`config.mk`:
```
export PLATFORM = sky130hd
export DESIGN_NAME = hci_top
export DESIGN_NICKNAME = d
export VERILOG_FILES = /design/src/design/hci_pkg.sv /design/src/design/hci_top.sv /design/src/design/hci_cmd_issuer.sv /design/src/design/hci_csr.sv /design/src/design/hci_queue.sv
export SDC_FILE = /design/constraint.sdc
export NUM_CORES = 1
export LEC_CHECK = 0
export BUFFER_PORTS_ARGS = -buffer_cell sky130_fd_sc_hd__buf_2
export CAP_MARGIN = 5
export CELL_PAD_IN_SITES_DETAIL_PLACEMENT = 1
export CELL_PAD_IN_SITES_GLOBAL_PLACEMENT = 1
export CORE_MARGIN = 5
export CORE_UTILIZATION = 30
export DETAILED_ROUTE_END_ITERATION = 8
export PLACE_DENSITY = 0.6
export SYNTH_ARGS = -nofsm -noshare
export SYNTH_HDL_FRONTEND = slang
export SYNTH_SLANG_ARGS = --single-unit
```
`constraint.sdc`:
```
create_clock -name clk_i -period 18.05 [get_ports clk_i]
set_input_delay 3.61 -clock clk_i [delete_from_list [all_inputs] [get_ports clk_i]]
set_output_delay 3.61 -clock clk_i [all_outputs]
set_load 0.005 [all_outputs]
```
`src/design/hci_pkg.sv`:
```
/* CSR map, payload, CSR bus and counter types for the HCI PIO queue front end */
`default_nettype none

package hci_pkg;

  typedef logic [31:0] hci_dword_t;
  typedef logic [31:0] hci_resp_t;   // Response descriptor
  typedef logic [5:0]  hci_addr_t;   // CSR byte address
  typedef logic [7:0]  hci_level_t;  // Fill level or threshold
  typedef logic [7:0]  hci_credit_t;

  // Command as assembled from two port writes
  typedef struct packed {
    hci_dword_t hi;  // Second DWORD
    hci_dword_t lo;  // First DWORD
  } hci_cmd_t;

  typedef struct packed {
    logic       req;
    logic       is_wr;
    hci_addr_t  addr;
    hci_dword_t wdata;
  } hci_csr_req_t;

  typedef struct packed {
    logic       rd_ack;
    logic       wr_ack;
    logic       err;
    hci_dword_t rdata;
  } hci_csr_rsp_t;

  localparam hci_addr_t AddrCmdPort     = 6'h00;  // WO
  localparam hci_addr_t AddrRespPort    = 6'h04;  // RO, pops
  localparam hci_addr_t AddrQueueThld   = 6'h08;  // [7:0] cmd empty buf, [15:8] resp buf
  localparam hci_addr_t AddrResetCtrl   = 6'h0C;  // [0] CMD_QUEUE_RST
  localparam hci_addr_t AddrQueueStatus = 6'h10;  // RO levels and triggers

  localparam hci_level_t ThldResetValue = 8'd1;

endpackage

`default_nettype wire
```
`src/design/hci_top.sv`:
```
/* PIO queue front end top level with CSR block, command and response queues
   and the command issuer */
`timescale 1ns/1ps
`default_nettype none

module hci_top #(
  parameter int unsigned CmdDepth  = 8,
  parameter int unsigned RespDepth = 8
) (
  input  logic                  clk_i,
  input  logic                  rst_ni,
  input  hci_pkg::hci_csr_req_t csr_req_i,
  output hci_pkg::hci_csr_rsp_t csr_rsp_o,
  output hci_pkg::hci_cmd_t     cmd_o,
  output logic                  cmd_valid_o,
  input  logic                  cmd_credit_i,
  input  logic                  resp_valid_i,
  input  hci_pkg::hci_resp_t    resp_i,
  output logic                  resp_credit_o,
  output logic                  cmd_ready_thld_trig_o,
  output logic                  resp_ready_thld_trig_o
);

  logic                cmd_push;
  hci_pkg::hci_cmd_t   cmd_push_data;
  logic                cmd_full;
  logic                cmd_empty;
  hci_pkg::hci_level_t cmd_level;
  logic                cmd_flush;
  logic                cmd_pop;
  hci_pkg::hci_cmd_t   cmd_head;
  logic                resp_pop;
  hci_pkg::hci_resp_t  resp_head;
  logic                resp_empty;
  hci_pkg::hci_level_t resp_level;

  assign resp_credit_o = resp_pop;  // One credit back per pop

  hci_csr #(
    .CmdDepth (CmdDepth),
    .RespDepth(RespDepth)
  ) hci_csr_i (
    .clk_i,
    .rst_ni,
    .csr_req_i,
    .csr_rsp_o,
    .cmd_push_o            (cmd_push),
    .cmd_push_data_o       (cmd_push_data),
    .cmd_full_i            (cmd_full),
    .cmd_level_i           (cmd_level),
    .cmd_flush_o           (cmd_flush),
    .resp_pop_o            (resp_pop),
    .resp_head_i           (resp_head),
    .resp_empty_i          (resp_empty),
    .resp_level_i          (resp_level),
    .cmd_ready_thld_trig_o,
    .resp_ready_thld_trig_o
  );

  hci_queue #(
    .payload_t(hci_pkg::hci_cmd_t),
    .Depth    (CmdDepth)
  ) cmd_queue (
    .clk_i,
    .rst_ni,
    .flush_i    (cmd_flush),
    .push_i     (cmd_push),
    .push_data_i(cmd_push_data),
    .pop_i      (cmd_pop),
    .head_o     (cmd_head),
    .full_o     (cmd_full),
    .empty_o    (cmd_empty),
    .level_o    (cmd_level)
  );

  // Never flushed since the controller owns the response credits
  hci_queue #(
    .payload_t(hci_pkg::hci_resp_t),
    .Depth    (RespDepth)
  ) resp_queue (
    .clk_i,
    .rst_ni,
    .flush_i    (1'b0),
    .push_i     (resp_valid_i),
    .push_data_i(resp_i),
    .pop_i      (resp_pop),
    .head_o     (resp_head),
    .full_o     (),
    .empty_o    (resp_empty),
    .level_o    (resp_level)
  );

  hci_cmd_issuer hci_cmd_issuer_i (
    .clk_i,
    .rst_ni,
    .cmd_credit_i,
    .queue_empty_i(cmd_empty),
    .queue_head_i (cmd_head),
    .queue_pop_o  (cmd_pop),
    .cmd_o,
    .cmd_valid_o
  );

endmodule

`default_nettype wire

```
`src/design/hci_cmd_issuer.sv`:
```
/* Credit counter that pops the command queue and drives commands to the controller */
`timescale 1ns/1ps
`default_nettype none

module hci_cmd_issuer (
  input  logic              clk_i,
  input  logic              rst_ni,
  input  logic              cmd_credit_i,
  input  logic              queue_empty_i,
  input  hci_pkg::hci_cmd_t queue_head_i,
  output logic              queue_pop_o,
  output hci_pkg::hci_cmd_t cmd_o,
  output logic              cmd_valid_o
);

  hci_pkg::hci_credit_t credit_q;

  // Send only while the controller has a slot for it
  assign queue_pop_o = (credit_q != '0) && !queue_empty_i;

  always_ff @(posedge clk_i or negedge rst_ni) begin
    if (!rst_ni) begin
      credit_q    <= '0;
      cmd_valid_o <= 1'b0;
    end else begin
      cmd_valid_o <= queue_pop_o;
      case ({cmd_credit_i, queue_pop_o})
        2'b10:   credit_q <= credit_q + 1'b1;
        2'b01:   credit_q <= credit_q - 1'b1;
        default: credit_q <= credit_q;  // Credit in and out cancel
      endcase
    end
  end

  always_ff @(posedge clk_i) begin
    if (queue_pop_o) begin
      cmd_o <= queue_head_i;
    end
  end

  credit_overflow_a : assert property (
    @(posedge clk_i) disable iff (!rst_ni) cmd_credit_i && !queue_pop_o |-> credit_q != '1
  ) else $error("hci_cmd_issuer: credit counter overflow");

endmodule

`default_nettype wire

```
`src/design/hci_csr.sv`:
```
/* CSR decode, command DWORD assembly, response port reads,
   queue thresholds with clamping and the command queue reset bit */
`timescale 1ns/1ps
`default_nettype none

module hci_csr #(
  parameter int unsigned CmdDepth  = 8,
  parameter int unsigned RespDepth = 8
) (
  input  logic                  clk_i,
  input  logic                  rst_ni,
  input  hci_pkg::hci_csr_req_t csr_req_i,
  output hci_pkg::hci_csr_rsp_t csr_rsp_o,
  output logic                  cmd_push_o,
  output hci_pkg::hci_cmd_t     cmd_push_data_o,
  input  logic                  cmd_full_i,
  input  hci_pkg::hci_level_t   cmd_level_i,
  output logic                  cmd_flush_o,
  output logic                  resp_pop_o,
  input  hci_pkg::hci_resp_t    resp_head_i,
  input  logic                  resp_empty_i,
  input  hci_pkg::hci_level_t   resp_level_i,
  output logic                  cmd_ready_thld_trig_o,
  output logic                  resp_ready_thld_trig_o
);

  localparam hci_pkg::hci_level_t CmdMax  = hci_pkg::hci_level_t'(CmdDepth);
  localparam hci_pkg::hci_level_t RespMax = hci_pkg::hci_level_t'(RespDepth);

  hci_pkg::hci_csr_rsp_t rsp_d;
  hci_pkg::hci_csr_rsp_t rsp_q;
  hci_pkg::hci_dword_t   lo_q;
  logic                  half_q;  // First DWORD held
  hci_pkg::hci_level_t   cmd_thld_q;
  hci_pkg::hci_level_t   resp_thld_q;
  logic                  cmd_rst_q;
  logic                  cmd_rst_d;
  logic                  wr;
  logic                  rd;
  logic                  cmd_wr_ok;
  logic                  thld_we;
  hci_pkg::hci_level_t   cmd_free;

  function automatic hci_pkg::hci_level_t clamp_thld(input hci_pkg::hci_level_t val,
                                                     input hci_pkg::hci_level_t max_val);
    if (val == '0) begin
      return hci_pkg::hci_level_t'(1);
    end
    if (val > max_val) begin
      return max_val;
    end
    return val;
  endfunction

  assign wr = csr_req_i.req && csr_req_i.is_wr;
  assign rd = csr_req_i.req && !csr_req_i.is_wr;

  assign cmd_free               = CmdMax - cmd_level_i;
  assign cmd_ready_thld_trig_o  = (cmd_free >= cmd_thld_q);
  assign resp_ready_thld_trig_o = (resp_level_i >= resp_thld_q);

  assign cmd_push_data_o = '{hi: csr_req_i.wdata, lo: lo_q};
  assign cmd_push_o      = cmd_wr_ok && half_q;
  assign cmd_flush_o     = cmd_rst_q;
  assign csr_rsp_o       = rsp_q;

  always_comb begin
    rsp_d        = '0;
    rsp_d.rd_ack = rd;
    rsp_d.wr_ack = wr;
    cmd_wr_ok    = 1'b0;
    thld_we      = 1'b0;
    cmd_rst_d    = 1'b0;
    resp_pop_o   = 1'b0;
    if (wr) begin
      case (csr_req_i.addr)
        hci_pkg::AddrCmdPort: begin
          rsp_d.err = cmd_full_i;  // DWORD dropped when full
          cmd_wr_ok = !cmd_full_i;
        end
        hci_pkg::AddrQueueThld: thld_we = 1'b1;
        hci_pkg::AddrResetCtrl: cmd_rst_d = csr_req_i.wdata[0];
        default: rsp_d.err = 1'b1;
      endcase
    end
    if (rd) begin
      case (csr_req_i.addr)
        hci_pkg::AddrRespPort: begin
          if (resp_empty_i) begin
            rsp_d.err = 1'b1;
          end else begin
            resp_pop_o  = 1'b1;  // Also returns a credit
            rsp_d.rdata = resp_head_i;
          end
        end
        hci_pkg::AddrQueueThld: rsp_d.rdata = {16'h0, resp_thld_q, cmd_thld_q};
        hci_pkg::AddrResetCtrl: rsp_d.rdata = '0;  // Self-clearing bit reads 0
        hci_pkg::AddrQueueStatus: begin
          rsp_d.rdata = {14'h0, resp_ready_thld_trig_o, cmd_ready_thld_trig_o,
                         resp_level_i, cmd_level_i};
        end
        default: rsp_d.err = 1'b1;
      endcase
    end
  end

  always_ff @(posedge clk_i or negedge rst_ni) begin
    if (!rst_ni) begin
      rsp_q       <= '0;
      half_q      <= 1'b0;
      cmd_rst_q   <= 1'b0;
      cmd_thld_q  <= hci_pkg::ThldResetValue;
      resp_thld_q <= hci_pkg::ThldResetValue;
    end else begin
      rsp_q     <= rsp_d;
      cmd_rst_q <= cmd_rst_d;  // Self-clearing
      if (cmd_rst_q) begin
        half_q <= 1'b0;  // Flush drops a half command
      end else if (cmd_wr_ok) begin
        half_q <= !half_q;
      end
      if (thld_we) begin
        cmd_thld_q  <= clamp_thld(csr_req_i.wdata[7:0], CmdMax);
        resp_thld_q <= clamp_thld(csr_req_i.wdata[15:8], RespMax);
      end
    end
  end

  always_ff @(posedge clk_i) begin
    if (cmd_wr_ok && !half_q) begin
      lo_q <= csr_req_i.wdata;
    end
  end

  ack_exclusive_a : assert property (
    @(posedge clk_i) disable iff (!rst_ni) !(csr_rsp_o.rd_ack && csr_rsp_o.wr_ack)
  ) else $error("hci_csr: rd_ack and wr_ack together");

endmodule

`default_nettype wire

```
`src/design/hci_queue.sv`:
```
/* Generic synchronous FIFO with fill level, flush and type-parameter payload */
`timescale 1ns/1ps
`default_nettype none

module hci_queue #(
  parameter type         payload_t = logic,
  parameter int unsigned Depth     = 8
) (
  input  logic                clk_i,
  input  logic                rst_ni,
  input  logic                flush_i,
  input  logic                push_i,
  input  payload_t            push_data_i,
  input  logic                pop_i,
  output payload_t            head_o,
  output logic                full_o,
  output logic                empty_o,
  output hci_pkg::hci_level_t level_o
);

  localparam int unsigned PtrW = (Depth > 1) ? $clog2(Depth) : 1;
  localparam logic [PtrW-1:0] LastPtr = PtrW'(Depth - 1);

  payload_t            mem_q [Depth];
  logic [PtrW-1:0]     wr_ptr_q;
  logic [PtrW-1:0]     rd_ptr_q;
  hci_pkg::hci_level_t count_q;
  logic                push_en;
  logic                pop_en;

  // A full queue still takes a push when the head leaves in the same cycle
  assign push_en = push_i && (!full_o || pop_i);
  assign pop_en  = pop_i && !empty_o;

  assign full_o  = (count_q == hci_pkg::hci_level_t'(Depth));
  assign empty_o = (count_q == '0);
  assign level_o = count_q;
  assign head_o  = mem_q[rd_ptr_q];  // Head visible without pop

  always_ff @(posedge clk_i or negedge rst_ni) begin
    if (!rst_ni) begin
      wr_ptr_q <= '0;
      rd_ptr_q <= '0;
      count_q  <= '0;
    end else if (flush_i) begin
      wr_ptr_q <= '0;
      rd_ptr_q <= '0;
      count_q  <= '0;
    end else begin
      if (push_en) begin
        wr_ptr_q <= (wr_ptr_q == LastPtr) ? '0 : wr_ptr_q + 1'b1;
      end
      if (pop_en) begin
        rd_ptr_q <= (rd_ptr_q == LastPtr) ? '0 : rd_ptr_q + 1'b1;
      end
      case ({push_en, pop_en})
        2'b10:   count_q <= count_q + 1'b1;
        2'b01:   count_q <= count_q - 1'b1;
        default: count_q <= count_q;
      endcase
    end
  end

  always_ff @(posedge clk_i) begin
    if (push_en && !flush_i) begin
      mem_q[wr_ptr_q] <= push_data_i;
    end
  end

  initial begin
    assert (Depth >= 2 && Depth <= 255)
      else $fatal(1, "hci_queue: Depth %0d outside 2..255", Depth);
  end

  // Credit flow upstream must keep the queue from overflowing
  push_when_full_a : assert property (
    @(posedge clk_i) disable iff (!rst_ni) push_i && full_o && !flush_i |-> pop_i
  ) else $error("hci_queue: push into full queue");

  pop_when_empty_a : assert property (
    @(posedge clk_i) disable iff (!rst_ni) pop_i |-> !empty_o
  ) else $error("hci_queue: pop from empty queue");

endmodule

`default_nettype wire

```
# Word-level counts from Yosys, hierarchy flattened
# Memories as Yosys holds them, arrays and structs flattened. A register that Yosys moved wholly into a read port is not among the register bits.
# Index checks and enable logic that the tools add are counted.
totals:
  elab_cells: 135
  in_bits: 76
  ramBits: 768
  regBits: 122
  out_inout_bits: 103
  memories: 2
mem_list:
  columns: ["memory", "depth", "width", "rd", "rd_clocked_by_memory_dff", "wr", "line_no", "text"]
  rows:
  - ["cmd_queue.mem_q", 8, 64, 1, 1, 1, "hci_queue.sv:24", "payload_t mem_q [Depth];"]
  - ["resp_queue.mem_q", 8, 32, 1, 0, 1, "hci_queue.sv:24", null]
classes:
  muxes: 52
  n_eq_ne: 16
  addsub: 11
  order_cmp: 4
  n_reduce_logical: 33
op_table:
  columns: ["cell", "count"]
  rows:
  - ["$pmux 32 s3", 1]
  - ["$mux 8", 9]
  - ["$pmux 8 s2", 3]
  - ["$mux 33", 1]
  - ["$logic_not 8->1", 4]
  - ["$mux 32", 1]
  - ["$mux 1", 27]
  - ["$add 8x1->8 const B", 3]
  - ["$mux 3", 8]
  - ["$sub 8x1->8 const B", 3]
  - ["$eq 8x4->1 const B", 2]
  - ["$ge 8x8->1", 2]
  - ["$gt 8x4->1 const B", 2]
  - ["$add 3x1->3 const B", 4]
  - ["$eq 3x3->1 const B", 4]
  - ["$eq 6x4->1 const B", 2]
  - ["$logic_and 1x1->1", 10]
  - ["$reduce_bool 2->1", 5]
  - ["$reduce_bool 8->1", 1]
  - ["$sub 4x8->8 const A", 1]
  - ["$logic_not 1->1", 7]
  - ["$eq 2x1->1 const B", 3]
  - ["$eq 2x2->1 const B", 3]
  - ["$eq 6x3->1 const B", 1]
  - ["other kinds (7)", 9]

# Logic depth before layout (Yosys ltp)
depth:
  word_depth: 9
  depth_mapped: 17
  ltp_nobuf: 15

# Hierarchy
# From an unflattened synthesis, not the netlist that was laid out.
hier_totals:
  cells_unflattened: 1787
  area_unflattened_um2: 37238.2
modules_own_cells:
  columns: ["mod", "seq_area_each_um2", "cells_per_inst", "n_inst", "area_per_inst_um2"]
  rows:
  - ["hci_queue (cmd_queue)", 15725.1, 856, 1, 20209.4]
  - ["hci_queue (resp_queue)", 8037.7, 486, 1, 10644.0]
  - ["hci_csr", 2289.7, 310, 1, 3782.4]
  - ["hci_cmd_issuer", 2147.1, 134, 1, 2598.7]
  - ["hci_top", 0.0, 1, 1, 3.8]

# Worst setup path before layout
# No wires, ideal clock.
synth_timing:
  path_type: "input to register"
  from: "input csr_req_i[33] (netlist bit)"
  to: "memory cmd_queue.mem_q[0][0] (netlist bit), enable pin"
  setup_ns: 0.666
  path_slack_ns: 5.832
  n_path_buf: 2
  stages: 6
  t_arrival_ns: 11.552
  required_ns: 17.384
  cell_sequence: "or4_1 -> buf_2 -> a2111oi_4 -> nand3_2 -> buf_6 -> nor4b_1"
synth_between:
  elab_chain_cells: 8
synth_rtl:
  columns: ["element", "line_no", "text"]
  rows:
  - ["start, declared", "hci_top.sv:12", "input hci_pkg::hci_csr_req_t csr_req_i,"]
  - ["$logic_not 6->1", "hci_csr.sv:76", "case (csr_req_i.addr)"]
  - ["$mux 1", "hci_csr.sv:76", null]
  - ["$mux 1", "hci_csr.sv:75", "if (wr) begin"]
  - ["$logic_and 1x1->1", "hci_csr.sv:63", "assign cmd_push_o = cmd_wr_ok && half_q;"]
  - ["$logic_and 1x1->1", "hci_queue.sv:32", "assign push_en = push_i && (!full_o || pop_i);"]
  - ["$logic_and 1x1->1", "hci_queue.sv:65", "if (push_en && !flush_i) begin"]
  - ["$mux 1", "hci_queue.sv:65", null]
  - ["$mux 1 (implied by the code)", "hci_queue.sv:66", "mem_q[wr_ptr_q] <= push_data_i;"]
  - ["end, declared", "hci_queue.sv:24", null]
# Every way passes these cells.

# Worst setup path after layout
layout_timing:
  from: "input csr_req_i[33] (netlist bit)"
  to: "output resp_credit_o"
layout_between:
  elab_chain_cells: 3
layout_rtl:
  columns: ["element", "line_no", "text"]
  rows:
  - ["$eq 6x3->1", "hci_csr.sv:87", "case (csr_req_i.addr)"]
  - ["$mux 1", "hci_csr.sv:87", null]
  - ["$mux 1", "hci_csr.sv:86", "if (rd) begin"]
  - ["end, declared", "hci_top.sv:19", "output logic resp_credit_o,"]
# Every way passes these cells.

==> results.ini <==
[power_and_ir_drop]
power-per-cell-area_mw_per_mm2 = 140
peakVddDrop_mv = 0.0885
leakage_uw = 0.0142

[global_routing]
grtUsageTotal_pct = 13.1
grt_max_degree = 68
grt_pass1_wl_um = 128000
antenna_found_initial = 24
grt_pass1_vias = 19100
overflow = 0

[critical_path]
cp_slowest_cell = or4_1
worstPathRequired_ns = 14.44
critPathMaxFanout = 23
cp_num_buf_inv = 5
start_kind = primary input
cp_cell_sequence = buf_2 > or4_1 > a2111oi_4 > buf_4 > nand2_1 > buf_4 > inv_1 > buf_2
reg2reg_from = cmd_queue.level_o[0]
cp_slowest_stage_delay_ns = 0.74
cp_top_family = buffers and inverters
cp.arrival_ns = 5.61
reg2reg_slack_ns = 13.16
worstRegToRegCells = 14
r2r-end = hci_cmd_issuer_i.credit_q[7]
cp-end-kind = primary output
path_class = primary input to primary output

[floorplan]
die_h_um = 359
die_w_um = 359
fp.coreArea_sq_mm = 0.122
num_rows = 128
dieArea_sq_mm = 0.129
io_pins = 179
start_util_pct = 30.1

[cts]
post_cts_resize_count = 0
cts_hold_buf = 0
clock_latency_ns = 0.68
clkSinkCount = 954
numCtsBuffers = 99
cts_buffer_depth = 3
cts_tree = built
post_cts_buffers = 0
root_buffer = clkbuf_16
clk_pin_slew_worst_paths_ns = 0.06
cts-htree-levels = 3

[sta]
slew_headroom_pct = 27.1
finalHoldViolations = 0
maxSlewViolCount = 0
maxClockFrequency_mhz = 109
rsz0062_at_grt = false
worst_pin_slew_ns = 1.09
finClkSkew_ns = 0.0597
tns_ns = 0
layout_worst_path_cycle_share_pct = 51.1
fin_crit_ns = 9.22
setup_viol = 0

[run_status]
outcome = finished, final reports clean

[yosys]
ys_seq_area_share_pct = 77.0
synth.avg_cell_area_sq_um = 21.2
ys_ff_latch = 954
synth_edf_count = 864
syn_nets = 1848
syn_area_sq_mm = 0.0366
ys_types = 61
ys.flop_type = edfxtp_1
synth_area_leaders = edfxtp_1 (71%), mux4_2 (12%), dfrtp_1 (6.0%)
syn_inst = 1729
ys_async_sr_fraction_pct = 9.43
synth_top_cell_by_area = edfxtp_1
yosys.area.top_type_share_pct = 70.9
yosysWarnings = 0

[place]
place_area_sq_mm = 0.0396
hpwl_um = 49100
gp_congestion = 0.729
dpl.cell_count = 3490
port_buffers = 178

[min_path]
hp-start = hci_cmd_issuer_i.credit_q[7]
hp-class = register to register
hold_depth = 1
hold_end = hci_cmd_issuer_i.credit_q[7]

[detailed_routing]
drcViolationCount = 0
drt_first_pass_iters = 6
ant_nets = 0
drt_iter0_drc = 1378
vias = 17500
routed_wl_um = 85400
wl_per_cell_um = 23.2
via_per_inst = 4.77

[final_layout]
design_area_sq_mm = 0.0429
utilization_pct = 35.3
area_growth_pct = 17.0
final_cells = 3677
drive_gt1_share_pct = 32.4
fin_nets = 2085

[job]
cap_viol_max_count = 0

## cell type report
| type | count | area (sq um) |
|---|---|---|
| Sequential cell | 954 | 28200 |
| Timing Repair Buffer | 215 | 1170 |
| Antenna cell | 8 | 20.0 |
| Clock buffer | 121 | 2630 |
| Clock inverter | 58 | 576 |
| Multi-Input combinational cell | 661 | 8080 |
| Inverter | 35 | 133 |
| Fill cell | 11900 | 78700 |
| Tap cell | 1625 | 2030 |
## worst max path at each step
stage	start	endpoint	slack, ns	cells past startpoint
detailed placement	csr_req_i[33]	resp_credit_o	8.82	8
finish	csr_req_i[33]	resp_credit_o	8.83	8
floorplan	csr_req_i[33]	cmd_queue.mem_q[0][0]	5.83	6
global placement	csr_req_i[33]	resp_credit_o	8.85	8
CTS	csr_req_i[33]	resp_credit_o	8.82	8
global route	csr_req_i[33]	resp_credit_o	8.71	8
## stage by stage
| stage | hold slack (ns) | worst slack [ns] | total power [uW] |
|---|---|---|---|
| finish | 0.488 | 8.83 | 6010 |
| global route | 0.511 | 8.71 | 6310 |
| CTS | 0.485 | 8.82 | 6110 |
| detailed placement | 0.467 | 8.82 | 4080 |
| global placement | 0.463 | 8.85 | 4040 |
| floorplan | 0.443 | 5.83 | 3640 |
## logic make-up (layout without fill, tap and decap cells)
logic type               Yosys count  count (layout)  synth area share (%)
other                              0               8                     0
buffers and inverters            114             429                  1.21
XOR/XNOR                          31              31                 0.762
AND/OR/NAND/NOR                  181             181                  2.46
multiplexers                     297             297                  15.0
flip-flops                       954             954                  77.0
adder cells (fa/ha/maj)           43              43                  1.51
AO/OA/AOI/OAI                    109             109                  2.09
## registers in the layout, indices dropped and copies added (netlist names), 32 cells and up
signal                  count
cmd_queue.mem_q           512
resp_queue.mem_q          256
hci_csr_i.csr_rsp_o        35
hci_cmd_issuer_i.cmd_o     64
hci_csr_i.lo_q             32
## Yosys cell counts, drive strengths merged (4+ instances only)
library cell,n
xnor2,14
nor4,6
nor3b,7
o211ai,5
a222oi,16
xor2,17
a21oi,35
inv,35
clkbuf,55
edfxtp,864
dfrtp,88
nand3,6
buf,24
nor4b,4
a21o,5
nand2b,9
mux2i,22
nand2,40
mux4,192
ha,41
mux2,83
o21ai,23
nor3,16
nor2b,5
nand4,5
nor2,67
## cell usage in the layout (no fill, tap or decap), types with 21 or more instances in the layout
master     count
a21oi_1       35
buf_2        177
buf_4         38
clkbuf_16    100
clkinv_1      27
dfrtp_1       82
edfxtp_1     864
ha_1          41
inv_1         34
mux2_2        82
mux2i_1       22
mux4_2       192
nand2_1       39
nor2_1        61
o21ai_0       21
## per-layer routing
metal / GRT usage (%) / part of all wire (%) / up-vias
li1: - / - / 7553
met1: 17.6 / 43 / 9418
met2: 21.6 / 48 / 433
met3: 3.26 / 6.2 / 132
met4: 2.97 / 2.0 / 10
met5: 0 / 0.085 / -
## power breakdown
part	switching (uW)	internal [uW]	total, uW
Combinational	549	607	1160
Sequential	201	2650	2850
Clock	841	1160	2010
## worst register-to-register path, stage by stage (launching register included)
cell and delay (ns):
dfrtp_1 0.47, inv_1 0.13, ha_1 0.21, nand2b_1 0.11, or4b_1 0.57, nand2_2 0.23
clkinv_2 0.63, ha_1 0.60, ha_1 0.34, a211oi_1 0.20, o21ai_0 0.20, a2111oi_0 0.60
nor4_1 0.12, nor3_1 0.24, xor2_1 0.17
(Power assumes the default switching activity.)
